[src/scarv_cop_settings.svh]
/*
 * SCARV crypto co-processor constants
 * Custom opcode, register count, function numbers and result codes
 */
`ifndef SCARV_COP_SETTINGS_SVH
`define SCARV_COP_SETTINGS_SVH

// custom-0 major opcode
`define SCARV_COP_OPCODE        7'b0001011

`define SCARV_COP_NREGS         16          // Co-processor registers

// Function field, insn[31:28]
`define SCARV_COP_FN_MV2COP     4'd0        // GPR word into COP reg
`define SCARV_COP_FN_MV2GPR     4'd1        // COP reg back to GPR
`define SCARV_COP_FN_XOR        4'd2
`define SCARV_COP_FN_ADD        4'd3
`define SCARV_COP_FN_ROR        4'd4        // Rotate right by imm
`define SCARV_COP_FN_LW         4'd5
`define SCARV_COP_FN_SW         4'd6

// Result codes on cop_result
`define SCARV_COP_RES_OK        3'd0
`define SCARV_COP_RES_ILLEGAL   3'd1
`define SCARV_COP_RES_BUS_ERROR 3'd2
`define SCARV_COP_RES_ABORTED   3'd3
`define SCARV_COP_RES_MISALIGN  3'd4

`endif

[src/scarv_cop_pkg.sv]
/*
 * SCARV crypto co-processor types
 * Word and index typedefs, operation and memory-stage encodings
 */
`default_nettype none

package scarv_cop_pkg;

    typedef logic [31:0] cop_word_t;      // Data word
    typedef logic [3:0]  cop_reg_addr_t;  // COP register index
    typedef logic [4:0]  gpr_addr_t;      // CPU register index
    typedef logic [7:0]  cop_imm_t;       // Signed offset or rotate amount
    typedef logic [2:0]  cop_result_t;    // Result code

    // Decoded operation
    typedef enum logic [2:0] {
        OP_MV2COP,
        OP_MV2GPR,
        OP_XOR,
        OP_ADD,
        OP_ROR,
        OP_LW,
        OP_SW,
        OP_BAD      // Bad opcode or function
    } cop_op_t;

    // Memory/response stage
    typedef enum logic [1:0] {
        MS_IDLE,    // Empty
        MS_ACCESS,  // Bus access running
        MS_HOLD     // Finished and waiting for the response slot
    } mem_state_t;

endpackage

`default_nettype wire

[src/scarv_cop_decode.sv]
/*
 * SCARV co-processor decode stage
 * Accepts instructions over the CPU req/ack handshake, classifies them
 * and registers the fields for the execute stage
 */
`timescale 1ns/1ps
`default_nettype none
`include "scarv_cop_settings.svh"

module scarv_cop_decode import scarv_cop_pkg::*; (
    input  wire            g_clk,
    input  wire            rst_n,
    input  wire            cpu_insn_req,
    input  wire cop_word_t cpu_insn_enc,
    input  wire cop_word_t cpu_rs1,
    input  wire            cpu_abort_req,
    input  wire            dec_ready,
    output logic           cop_insn_ack,
    output logic           dec_valid,
    output cop_op_t        dec_op,
    output cop_reg_addr_t  dec_rs1,
    output cop_reg_addr_t  dec_rs2,
    output gpr_addr_t      dec_rd,
    output cop_imm_t       dec_imm,
    output cop_word_t      dec_gpr_data,
    output logic           dec_abort
);

    cop_op_t op_c;      // Classified operation
    logic    rdy_q;     // Set one edge after reset
    logic    load;

    always_comb begin
        op_c = OP_BAD;
        if (cpu_insn_enc[6:0] == `SCARV_COP_OPCODE) begin
            case (cpu_insn_enc[31:28])
                `SCARV_COP_FN_MV2COP: op_c = OP_MV2COP;
                `SCARV_COP_FN_MV2GPR: op_c = OP_MV2GPR;
                `SCARV_COP_FN_XOR:    op_c = OP_XOR;
                `SCARV_COP_FN_ADD:    op_c = OP_ADD;
                `SCARV_COP_FN_ROR:    op_c = OP_ROR;
                `SCARV_COP_FN_LW:     op_c = OP_LW;
                `SCARV_COP_FN_SW:     op_c = OP_SW;
                default:              op_c = OP_BAD;  // Unknown function
            endcase
        end
    end

    // Ready when empty or handing over to execute
    assign cop_insn_ack = rdy_q && (!dec_valid || dec_ready);
    assign load         = cpu_insn_req && cop_insn_ack;

    always_ff @(posedge g_clk or negedge rst_n) begin
        if (!rst_n) begin
            rdy_q     <= 1'b0;
            dec_valid <= 1'b0;
            dec_abort <= 1'b0;
        end else begin
            rdy_q <= 1'b1;
            if (load) begin
                dec_valid <= 1'b1;
                dec_abort <= cpu_abort_req;     // Abort in the accept cycle counts
            end else begin
                if (dec_ready)
                    dec_valid <= 1'b0;
                dec_abort <= dec_abort | cpu_abort_req;
            end
        end
    end

    // Instruction fields
    always_ff @(posedge g_clk) begin
        if (load) begin
            dec_op       <= op_c;
            dec_rs2      <= cpu_insn_enc[27:24];
            dec_rs1      <= cpu_insn_enc[23:20];
            dec_imm      <= cpu_insn_enc[19:12];
            dec_rd       <= cpu_insn_enc[11:7];
            dec_gpr_data <= cpu_rs1;            // Source for MV2COP
        end
    end

    // CPU holds the encoding until acknowledged
    a_enc_stable: assert property (@(posedge g_clk) disable iff (!rst_n)
        cpu_insn_req && !cop_insn_ack |=> $stable(cpu_insn_enc));

endmodule

`default_nettype wire

[src/scarv_cop_regfile.sv]
/*
 * SCARV co-processor register file
 * Sixteen words, two combinational read ports, one clocked write port
 */
`timescale 1ns/1ps
`default_nettype none
`include "scarv_cop_settings.svh"

module scarv_cop_regfile import scarv_cop_pkg::*; (
    input  wire                g_clk,
    input  wire                rst_n,
    input  wire cop_reg_addr_t rd_addr_a,
    input  wire cop_reg_addr_t rd_addr_b,
    input  wire                wr_en,
    input  wire cop_reg_addr_t wr_addr,
    input  wire cop_word_t     wr_data,
    output cop_word_t          rd_data_a,
    output cop_word_t          rd_data_b
);

    cop_word_t regs [`SCARV_COP_NREGS];

    always_ff @(posedge g_clk or negedge rst_n) begin
        if (!rst_n) begin
            for (int i = 0; i < `SCARV_COP_NREGS; i++)
                regs[i] <= '0;
        end else if (wr_en) begin
            regs[wr_addr] <= wr_data;   // Write-back from memory stage
        end
    end

    // No bypass as the interlock orders reads after writes
    assign rd_data_a = regs[rd_addr_a];
    assign rd_data_b = regs[rd_addr_b];

endmodule

`default_nettype wire

[src/scarv_cop_execute.sv]
/*
 * SCARV co-processor execute stage
 * Reads operands under the register interlock, computes results and
 * load/store addresses, and assigns the result code
 */
`timescale 1ns/1ps
`default_nettype none
`include "scarv_cop_settings.svh"

module scarv_cop_execute import scarv_cop_pkg::*; (
    input  wire                g_clk,
    input  wire                rst_n,
    input  wire                dec_valid,
    input  wire cop_op_t       dec_op,
    input  wire cop_reg_addr_t dec_rs1,
    input  wire cop_reg_addr_t dec_rs2,
    input  wire gpr_addr_t     dec_rd,
    input  wire cop_imm_t      dec_imm,
    input  wire cop_word_t     dec_gpr_data,
    input  wire                dec_abort,
    input  wire                cpu_abort_req,
    input  wire cop_word_t     rf_data_a,
    input  wire cop_word_t     rf_data_b,
    input  wire                wb_pending,
    input  wire cop_reg_addr_t wb_addr,
    input  wire                ex_ready,
    output logic               dec_ready,
    output cop_reg_addr_t      rf_addr_a,
    output cop_reg_addr_t      rf_addr_b,
    output logic               ex_valid,
    output cop_op_t            ex_op,
    output gpr_addr_t          ex_rd,
    output cop_word_t          ex_result,
    output cop_word_t          ex_addr,
    output cop_word_t          ex_store_data,
    output cop_result_t        ex_status
);

    logic        uses_a, uses_b;    // Source register use per op
    logic        ex_writes;         // Held item will write a COP reg
    logic        hazard;
    logic        load;
    logic [63:0] ror_wide;
    cop_word_t   addr_c, result_c;
    cop_result_t status_c;

    assign rf_addr_a = dec_rs1;
    assign rf_addr_b = dec_rs2;

    assign uses_a    = dec_op inside {OP_MV2GPR, OP_XOR, OP_ADD, OP_ROR, OP_LW, OP_SW};
    assign uses_b    = dec_op inside {OP_XOR, OP_ADD, OP_SW};
    assign ex_writes = (ex_op inside {OP_MV2COP, OP_XOR, OP_ADD, OP_ROR, OP_LW}) &&
                       (ex_status == `SCARV_COP_RES_OK);

    // Interlock on writers in execute or memory
    assign hazard = (uses_a && ((wb_pending && wb_addr == dec_rs1) ||
                                (ex_valid && ex_writes && ex_rd[3:0] == dec_rs1))) ||
                    (uses_b && ((wb_pending && wb_addr == dec_rs2) ||
                                (ex_valid && ex_writes && ex_rd[3:0] == dec_rs2)));

    assign dec_ready = (!ex_valid || ex_ready) && !hazard;
    assign load      = dec_valid && dec_ready;

    assign addr_c   = rf_data_a + {{24{dec_imm[7]}}, dec_imm};  // Signed byte offset
    assign ror_wide = {rf_data_a, rf_data_a} >> dec_imm[4:0];

    always_comb begin
        case (dec_op)
            OP_MV2COP: result_c = dec_gpr_data;
            OP_XOR:    result_c = rf_data_a ^ rf_data_b;
            OP_ADD:    result_c = rf_data_a + rf_data_b;
            OP_ROR:    result_c = ror_wide[31:0];
            default:   result_c = rf_data_a;         // MV2GPR
        endcase
    end

    always_comb begin
        if (dec_abort || cpu_abort_req)
            status_c = `SCARV_COP_RES_ABORTED;
        else if (dec_op == OP_BAD)
            status_c = `SCARV_COP_RES_ILLEGAL;
        else if ((dec_op == OP_LW || dec_op == OP_SW) && addr_c[1:0] != 2'b00)
            status_c = `SCARV_COP_RES_MISALIGN;
        else
            status_c = `SCARV_COP_RES_OK;
    end

    always_ff @(posedge g_clk or negedge rst_n) begin
        if (!rst_n) begin
            ex_valid  <= 1'b0;
            ex_status <= `SCARV_COP_RES_OK;
        end else if (load) begin
            ex_valid  <= 1'b1;
            ex_status <= status_c;
        end else if (ex_ready) begin
            ex_valid <= 1'b0;
        end else if (ex_valid && cpu_abort_req) begin
            ex_status <= `SCARV_COP_RES_ABORTED;    // Held item aborted
        end
    end

    always_ff @(posedge g_clk) begin
        if (load) begin
            ex_op         <= dec_op;
            ex_rd         <= dec_rd;
            ex_result     <= result_c;
            ex_addr       <= addr_c;
            ex_store_data <= rf_data_b;
        end
    end

    // Only an abort may change a held item before memory takes it
    a_ex_hold: assert property (@(posedge g_clk) disable iff (!rst_n)
        ex_valid && !ex_ready |=> ex_valid &&
            $stable({ex_op, ex_rd, ex_result, ex_addr, ex_store_data}) &&
            ($stable(ex_status) || ex_status == `SCARV_COP_RES_ABORTED));

endmodule

`default_nettype wire

[src/scarv_cop_mem.sv]
/*
 * SCARV co-processor memory/response stage
 * Runs word bus accesses, writes back the register file and holds
 * the CPU response under back-pressure
 */
`timescale 1ns/1ps
`default_nettype none
`include "scarv_cop_settings.svh"

module scarv_cop_mem import scarv_cop_pkg::*; (
    input  wire              g_clk,
    input  wire              rst_n,
    input  wire              ex_valid,
    input  wire cop_op_t     ex_op,
    input  wire gpr_addr_t   ex_rd,
    input  wire cop_word_t   ex_result,
    input  wire cop_word_t   ex_addr,
    input  wire cop_word_t   ex_store_data,
    input  wire cop_result_t ex_status,
    input  wire              cpu_abort_req,
    input  wire cop_word_t   cop_mem_rdata,
    input  wire              cop_mem_stall,
    input  wire              cop_mem_error,
    input  wire              cpu_insn_ack,
    output logic             ex_ready,
    output logic             mem_busy,
    output logic             wb_pending,
    output cop_reg_addr_t    wb_addr,
    output logic             rf_wen,
    output cop_reg_addr_t    rf_waddr,
    output cop_word_t        rf_wdata,
    output logic             cop_mem_cen,
    output logic             cop_mem_wen,
    output cop_word_t        cop_mem_addr,
    output cop_word_t        cop_mem_wdata,
    output logic [3:0]       cop_mem_ben,
    output logic             cop_insn_rsp,
    output logic             cop_wen,
    output gpr_addr_t        cop_waddr,
    output cop_word_t        cop_wdata,
    output cop_result_t      cop_result
);

    mem_state_t  state_q;
    cop_op_t     m_op;
    gpr_addr_t   m_rd;
    cop_word_t   m_data, m_addr, m_wdata;
    cop_result_t m_status, fin_status;
    cop_word_t   fin_data;
    logic        rsp_free, bus_done, complete, accept, to_access, m_writes, rsp_wen;

    assign rsp_free  = !cop_insn_rsp || cpu_insn_ack;   // Response slot free this edge
    assign bus_done  = (state_q == MS_ACCESS) && !cop_mem_stall;
    assign complete  = ((state_q == MS_HOLD) || bus_done) && rsp_free;
    assign ex_ready  = (state_q == MS_IDLE) || complete;
    assign accept    = ex_valid && ex_ready;
    assign to_access = (ex_status == `SCARV_COP_RES_OK) && !cpu_abort_req &&
                       (ex_op == OP_LW || ex_op == OP_SW);
    assign m_writes  = m_op inside {OP_MV2COP, OP_XOR, OP_ADD, OP_ROR, OP_LW};
    assign mem_busy  = state_q != MS_IDLE;

    always_comb begin
        if (m_status != `SCARV_COP_RES_OK)
            fin_status = m_status;
        else if (cpu_abort_req)
            fin_status = `SCARV_COP_RES_ABORTED;   // Load data dropped
        else if (bus_done && cop_mem_error)
            fin_status = `SCARV_COP_RES_BUS_ERROR;
        else
            fin_status = `SCARV_COP_RES_OK;
        fin_data = (state_q == MS_ACCESS && m_op == OP_LW) ? cop_mem_rdata : m_data;
    end

    assign wb_pending = mem_busy && m_writes && (m_status == `SCARV_COP_RES_OK);
    assign wb_addr    = m_rd[3:0];

    // Register file write-back
    assign rf_wen   = complete && m_writes && (fin_status == `SCARV_COP_RES_OK);
    assign rf_waddr = m_rd[3:0];
    assign rf_wdata = fin_data;
    assign rsp_wen  = (m_op == OP_MV2GPR) && (fin_status == `SCARV_COP_RES_OK);

    // Bus request straight from the held item
    assign cop_mem_cen   = state_q == MS_ACCESS;
    assign cop_mem_wen   = cop_mem_cen && (m_op == OP_SW);
    assign cop_mem_addr  = m_addr;
    assign cop_mem_wdata = m_wdata;
    assign cop_mem_ben   = cop_mem_wen ? 4'hF : 4'h0;   // Word stores only

    always_ff @(posedge g_clk or negedge rst_n) begin
        if (!rst_n) begin
            state_q  <= MS_IDLE;
            m_status <= `SCARV_COP_RES_OK;
        end else if (accept) begin
            state_q  <= to_access ? MS_ACCESS : MS_HOLD;
            m_status <= cpu_abort_req ? `SCARV_COP_RES_ABORTED : ex_status;
        end else if (complete) begin
            state_q <= MS_IDLE;
        end else if (bus_done) begin
            state_q  <= MS_HOLD;                    // Response slot still full
            m_status <= fin_status;
        end else if (mem_busy && cpu_abort_req) begin
            m_status <= `SCARV_COP_RES_ABORTED;     // Running access still completes
        end
    end

    always_ff @(posedge g_clk) begin
        if (accept) begin
            m_op    <= ex_op;
            m_rd    <= ex_rd;
            m_data  <= ex_result;
            m_addr  <= ex_addr;
            m_wdata <= ex_store_data;
        end else if (bus_done) begin
            m_data <= fin_data;     // Keep load data while holding
        end
    end

    // Response register
    always_ff @(posedge g_clk or negedge rst_n) begin
        if (!rst_n) begin
            cop_insn_rsp <= 1'b0;
            cop_wen      <= 1'b0;
            cop_waddr    <= '0;
            cop_wdata    <= '0;
            cop_result   <= `SCARV_COP_RES_OK;
        end else if (complete) begin
            cop_insn_rsp <= 1'b1;
            cop_result   <= fin_status;
            cop_wen      <= rsp_wen;
            cop_waddr    <= rsp_wen ? m_rd : '0;
            cop_wdata    <= rsp_wen ? fin_data : '0;
        end else if (cpu_insn_ack) begin
            cop_insn_rsp <= 1'b0;
            cop_wen      <= 1'b0;
        end
    end

    a_bus_hold: assert property (@(posedge g_clk) disable iff (!rst_n)
        cop_mem_cen && cop_mem_stall |=> cop_mem_cen &&
            $stable({cop_mem_wen, cop_mem_addr, cop_mem_wdata, cop_mem_ben}));

    a_rsp_hold: assert property (@(posedge g_clk) disable iff (!rst_n)
        cop_insn_rsp && !cpu_insn_ack |=> cop_insn_rsp &&
            $stable({cop_result, cop_wen, cop_waddr, cop_wdata}));

endmodule

`default_nettype wire

[src/scarv_cop_top.sv]
/*
 * SCARV crypto co-processor top level
 * Decode, execute and memory/response stages around the register file
 */
`timescale 1ns/1ps
`default_nettype none

module scarv_cop_top import scarv_cop_pkg::*; (
    input  wire              g_clk,          // Global clock
    output logic             g_clk_req,      // Clock request
    input  wire              rst_n,          // Async active low reset

    input  wire              cpu_insn_req,   // Instruction request
    output logic             cop_insn_ack,
    input  wire              cpu_abort_req,  // Abort all in flight
    input  wire cop_word_t   cpu_insn_enc,
    input  wire cop_word_t   cpu_rs1,        // CPU source word

    output logic             cop_wen,        // GPR write enable
    output gpr_addr_t        cop_waddr,
    output cop_word_t        cop_wdata,
    output cop_result_t      cop_result,
    output logic             cop_insn_rsp,   // Instruction finished
    input  wire              cpu_insn_ack,   // Response acknowledge

    output logic             cop_mem_cen,
    output logic             cop_mem_wen,
    output cop_word_t        cop_mem_addr,   // Word aligned
    output cop_word_t        cop_mem_wdata,
    input  wire cop_word_t   cop_mem_rdata,
    output logic [3:0]       cop_mem_ben,
    input  wire              cop_mem_stall,
    input  wire              cop_mem_error
);

    // Decode to execute
    logic          dec_valid, dec_ready, dec_abort;
    cop_op_t       dec_op;
    cop_reg_addr_t dec_rs1, dec_rs2;
    gpr_addr_t     dec_rd;
    cop_imm_t      dec_imm;
    cop_word_t     dec_gpr_data;

    // Register file
    cop_reg_addr_t rf_addr_a, rf_addr_b, rf_waddr;
    cop_word_t     rf_data_a, rf_data_b, rf_wdata;
    logic          rf_wen;

    // Execute to memory
    logic          ex_valid, ex_ready, mem_busy, wb_pending;
    cop_reg_addr_t wb_addr;
    cop_op_t       ex_op;
    gpr_addr_t     ex_rd;
    cop_word_t     ex_result, ex_addr, ex_store_data;
    cop_result_t   ex_status;

    // Clock needed while any stage holds work
    assign g_clk_req = cpu_insn_req | dec_valid | ex_valid | mem_busy | cop_insn_rsp;

    scarv_cop_decode i_decode (
        .g_clk, .rst_n, .cpu_insn_req, .cpu_insn_enc, .cpu_rs1, .cpu_abort_req,
        .dec_ready, .cop_insn_ack, .dec_valid, .dec_op, .dec_rs1, .dec_rs2,
        .dec_rd, .dec_imm, .dec_gpr_data, .dec_abort
    );

    scarv_cop_regfile i_regfile (
        .g_clk, .rst_n, .rd_addr_a(rf_addr_a), .rd_addr_b(rf_addr_b),
        .wr_en(rf_wen), .wr_addr(rf_waddr), .wr_data(rf_wdata),
        .rd_data_a(rf_data_a), .rd_data_b(rf_data_b)
    );

    scarv_cop_execute i_execute (
        .g_clk, .rst_n, .dec_valid, .dec_op, .dec_rs1, .dec_rs2, .dec_rd,
        .dec_imm, .dec_gpr_data, .dec_abort, .cpu_abort_req, .rf_data_a,
        .rf_data_b, .wb_pending, .wb_addr, .ex_ready, .dec_ready, .rf_addr_a,
        .rf_addr_b, .ex_valid, .ex_op, .ex_rd, .ex_result, .ex_addr,
        .ex_store_data, .ex_status
    );

    scarv_cop_mem i_mem (
        .g_clk, .rst_n, .ex_valid, .ex_op, .ex_rd, .ex_result, .ex_addr,
        .ex_store_data, .ex_status, .cpu_abort_req, .cop_mem_rdata,
        .cop_mem_stall, .cop_mem_error, .cpu_insn_ack, .ex_ready, .mem_busy,
        .wb_pending, .wb_addr, .rf_wen, .rf_waddr, .rf_wdata, .cop_mem_cen,
        .cop_mem_wen, .cop_mem_addr, .cop_mem_wdata, .cop_mem_ben,
        .cop_insn_rsp, .cop_wen, .cop_waddr, .cop_wdata, .cop_result
    );

endmodule

`default_nettype wire

[config.mk]
export PLATFORM = sky130hd
export DESIGN_NAME = scarv_cop_top
export DESIGN_NICKNAME = d
export VERILOG_FILES = /design/src/scarv_cop_pkg.sv /design/src/scarv_cop_decode.sv /design/src/scarv_cop_regfile.sv /design/src/scarv_cop_execute.sv /design/src/scarv_cop_mem.sv /design/src/scarv_cop_top.sv
export VERILOG_INCLUDE_DIRS = /design/src
export SDC_FILE = /design/constraint.sdc
export NUM_CORES = 2
export LEC_CHECK = 0
export BUFFER_PORTS_ARGS = -buffer_cell sky130_fd_sc_hd__buf_4
export CAP_MARGIN = 20
export CORE_MARGIN = 2
export CORE_UTILIZATION = 65
export DETAILED_ROUTE_END_ITERATION = 16
export PLACE_DENSITY = 0.82
export SYNTH_ARGS = -nofsm -noshare
export SYNTH_HDL_FRONTEND = slang
export SYNTH_SLANG_ARGS = --single-unit
[constraint.sdc]
create_clock -name g_clk -period 11.8 [get_ports g_clk]
set_input_delay 0 -clock g_clk [delete_from_list [all_inputs] [get_ports g_clk]]
set_output_delay 0 -clock g_clk [all_outputs]
set_load 0.02 [all_outputs]
==> impl_metrics.toml <==
[power_and_ir_drop]
p_leak_nw = 20.9
power_density_nw_per_um2 = 170
vdd_drop_max_v = 0.000125
power_mw = 8.37

[placed_design]
dp_hpwl_mm = 84.0
post_dp_cell_area_sq_um = 45400
io_buffers = 216
gp_congestion = 1.01

[sta]
layout_min_cycle_time_ns = 6.73
max_freq_mhz = 149
relSlewSlack = 0.231
slew_violations = 0
final.setup.tns_ns = 0
rsz0062_at_grt = "false"
hold_viol = 0
tightest_slew_ns = 1.14
clock_skew_ns = 0.0357
hold_slack_ns = 0.0199
setup_viol = 0
fin_crit_sh = 0.570

[clock_tree]
htree_levels = 3
ctsHoldBuffers = 99
insertion_delay_ns = 0.67
numCtsBuffers = 86
postCtsSetupBuffers = 0
clock_path_buffers = 3
cts_root_buf = "clkbuf_16"
tritoncts = "built"
cts_resized = 0
cts.sinks = 830
clkTransAtPathRegs_ns = 0.07

[route]
wl_met1_mm = 48.3
wirelength_mm = 139
met3_length_mm = 19.5
vias = 34522
wire_per_inst_microns = 28.4
drc = 0
dr.first_iter.drc_count = 4799
highest_layer = "met5"
firstDrtPassIters = 9
route.met2.wl_mm = 63.2
viasPerCell = 7.03
antenna_left = 0

[finish]
nets = 4137
register_area_sq_um = 22100
multi_input_area_sq_um = 19800
syn2layout_area_growth_pct = 13.9
final_cell_area_sq_um = 49400
fill_cells = 4113
drive_gt1_frac = 0.190
final_common_cell = "dfrtp_1"
final_cell_mix = "dfrtp_1 (566), o21ai_0 (395), nand2_1 (390), a21oi_1 (388), nor2_1 (370)"

[worst_setup_path]
reg2reg_depth = 17
critPathTopFamily = "compound AO/OA/AOI/OAI gates"
slowest_delay_ns = 0.68
rr_endpoint = "i_execute.ex_result[30]$_DFFE_PP_"
crit_fanout = 114
endpoint_kind = "flip-flop"
worstPathArrival_ns = 7.15
worst_ep_required_time_ns = 12.22
crit_path_start_kind = "flip-flop"
path_buf_inv = 2
path_cells = "buf_4 > buf_12 > mux4_2 > o21ai_0 > a21oi_2 > ha_1 > fa_1 > a21oi_1 > nor3_1 > or3b_2 > a31oi_1 > a21o_1 > a2111oi_0 > o311ai_0 > mux2i_1 > a21oi_1 > a221o_1"
regToRegSetupSlack_ns = 5.07
crit_type = "flip-flop to flip-flop"
r2r_start = "i_decode.dec_rs1[0]$_DFFE_PP_"
crit_top_cell = "a21oi_1"
cp_slowest_cell = "buf_12"

[synth]
ys_top_cells_by_area = "dfrtp_1 (33%), edfxtp_1 (18%), mux4_2 (13%)"
synth_top_area_share = 0.327
ys.flop_type = "dfrtp_1"
synth_seq_cells = 830
synth-edff-count = 264
avgSynthCellArea_sq_um = 11.5
yosys_warnings = 0
synth-async-reset-ratio = 0.682
synth_fp_nets = 3944
synth_area_sq_um = 43400
seq_area_frac_synth = 0.509
netlist_instances = 3777
synth_top_cell_by_area = "dfrtp_1"
synth_cell_type_count = 82

[floorplanning]
design.die.area_sq_um = 68800
die_height_microns = 262
die_w_microns = 262
design.core.area_sq_um = 65900
placementRows = 94
initial_core_util = 0.658
io_pins = 217

[global_route]
grt_use_total = 0.405
grt_pass1_wl_mm = 211
grt_antenna_before_repair = 6
grt_max_degree = 175
grt_overflow_total = 0
grt_pass1_vias = 34703

[min_path]
hold_path_class = "primary input to asynchronous set/reset pin"

[run]
cap_violations = 0

[outcome]
status = "completed"
-- per-layer routing --
| layer | global-route usage | vias up |
|---|---|---|
| li1 | - | 14477 |
| met1 | 0.526 | 16914 |
| met2 | 0.614 | 2521 |
| met3 | 0.129 | 606 |
| met4 | 0.215 | 4 |
| met5 | 0 | - |
-- through the flow --
stage	setup slack, ns	utilization	std cells
6_report	5.07	0.750	4909
5_1_grt	4.73	0.750	4908
4_1_cts	5.23	0.749	4904
3_5_place_dp	5.28	0.690	4644
3_3_place_gp	5.53	0.690	4643
2_1_floorplan	5.81	-	3777
-- worst reg2reg max path, stage by stage, from the launching register on --
cell	delay, ns
edfxtp_1	0.33
buf_4	0.65
buf_12	0.69
mux4_2	0.70
o21ai_0	0.22
a21oi_2	0.17
ha_1	0.26
fa_1	0.44
a21oi_1	0.21
nor3_1	0.10
or3b_2	0.51
a31oi_1	0.65
a21o_1	0.28
a2111oi_0	0.17
o311ai_0	0.49
mux2i_1	0.26
a21oi_1	0.08
a221o_1	0.29
-- where the power goes --
part	switching [mW]	leakage (nW)	total, mW	internal [mW]
logic	1.24	9.15	1.92	0.674
registers	0.233	10.3	3.64	3.40
clock network	1.20	1.44	2.82	1.62
-- registers in the layout, indices dropped and copies added (netlist names), 4 cells and up --
signal / count
i_decode.dec_rs1: 4
i_execute.ex_result: 32
i_execute.ex_addr: 32
i_decode.dec_gpr_data: 32
i_execute.ex_store_data: 32
i_mem.m_data: 32
i_mem.cop_waddr: 5
i_decode.dec_rs2: 4
i_execute.ex_rd: 5
i_mem.cop_mem_wdata: 32
i_mem.m_rd: 5
i_regfile.regs: 512
i_mem.cop_wdata: 32
i_decode.dec_rd: 5
i_decode.dec_imm: 8
i_mem.cop_mem_addr: 32
-- worst max-delay path by stage --
stage	start	to	slack, ns	cells past startpoint
global placement	i_decode.dec_rs1[0]$_DFFE_PP_	i_execute.ex_result[30]$_DFFE_PP_	5.53	17
finish	i_decode.dec_rs1[0]$_DFFE_PP_	i_execute.ex_result[30]$_DFFE_PP_	5.07	17
CTS	i_decode.dec_rs1[0]$_DFFE_PP_	i_execute.ex_result[30]$_DFFE_PP_	5.23	17
floorplan	i_decode.dec_rs2[0]$_DFFE_PP_	i_execute.ex_result[30]$_DFFE_PP_	5.81	18
global route	i_decode.dec_rs1[0]$_DFFE_PP_	i_execute.ex_result[30]$_DFFE_PP_	4.73	17
detailed placement	i_decode.dec_rs1[0]$_DFFE_PP_	i_execute.ex_result[30]$_DFFE_PP_	5.28	17
-- final cells by class --
type	instances	share of cell area
inverter	34	0.00266
multi-input combinational	2615	0.401
timing repair buffer	403	0.0681
tap	864	0.0219
clock inverter	41	0.00907
antenna	2	0.000101
clock buffer	120	0.0497
sequential	830	0.447
-- cell families (layout without fill, tap and decap cells) --
kind of cell	after synthesis	count (layout)	share of synthesized area
muxes	486	486	0.188
xor gates and xnor gates	59	59	0.0119
adders and majority gates	64	64	0.0188
AOI/OAI and AO/OA	1076	1076	0.146
other	1	3	0.0000865
and+or+nand+nor	929	929	0.0889
DFF	830	830	0.509
buffers and inverters	332	598	0.0370
-- cell usage after synthesis (all sizes together) (37+ instances only) --
master	count
nand3	37
mux4	259
buf	80
a22oi	43
xnor2	49
o21ai	408
edfxtp	264
a221oi	53
clkbuf	217
nor2	379
nand2	397
dfrtp	566
a21oi	395
mux2i	214
ha	62
(Power assumes the default switching activity.)
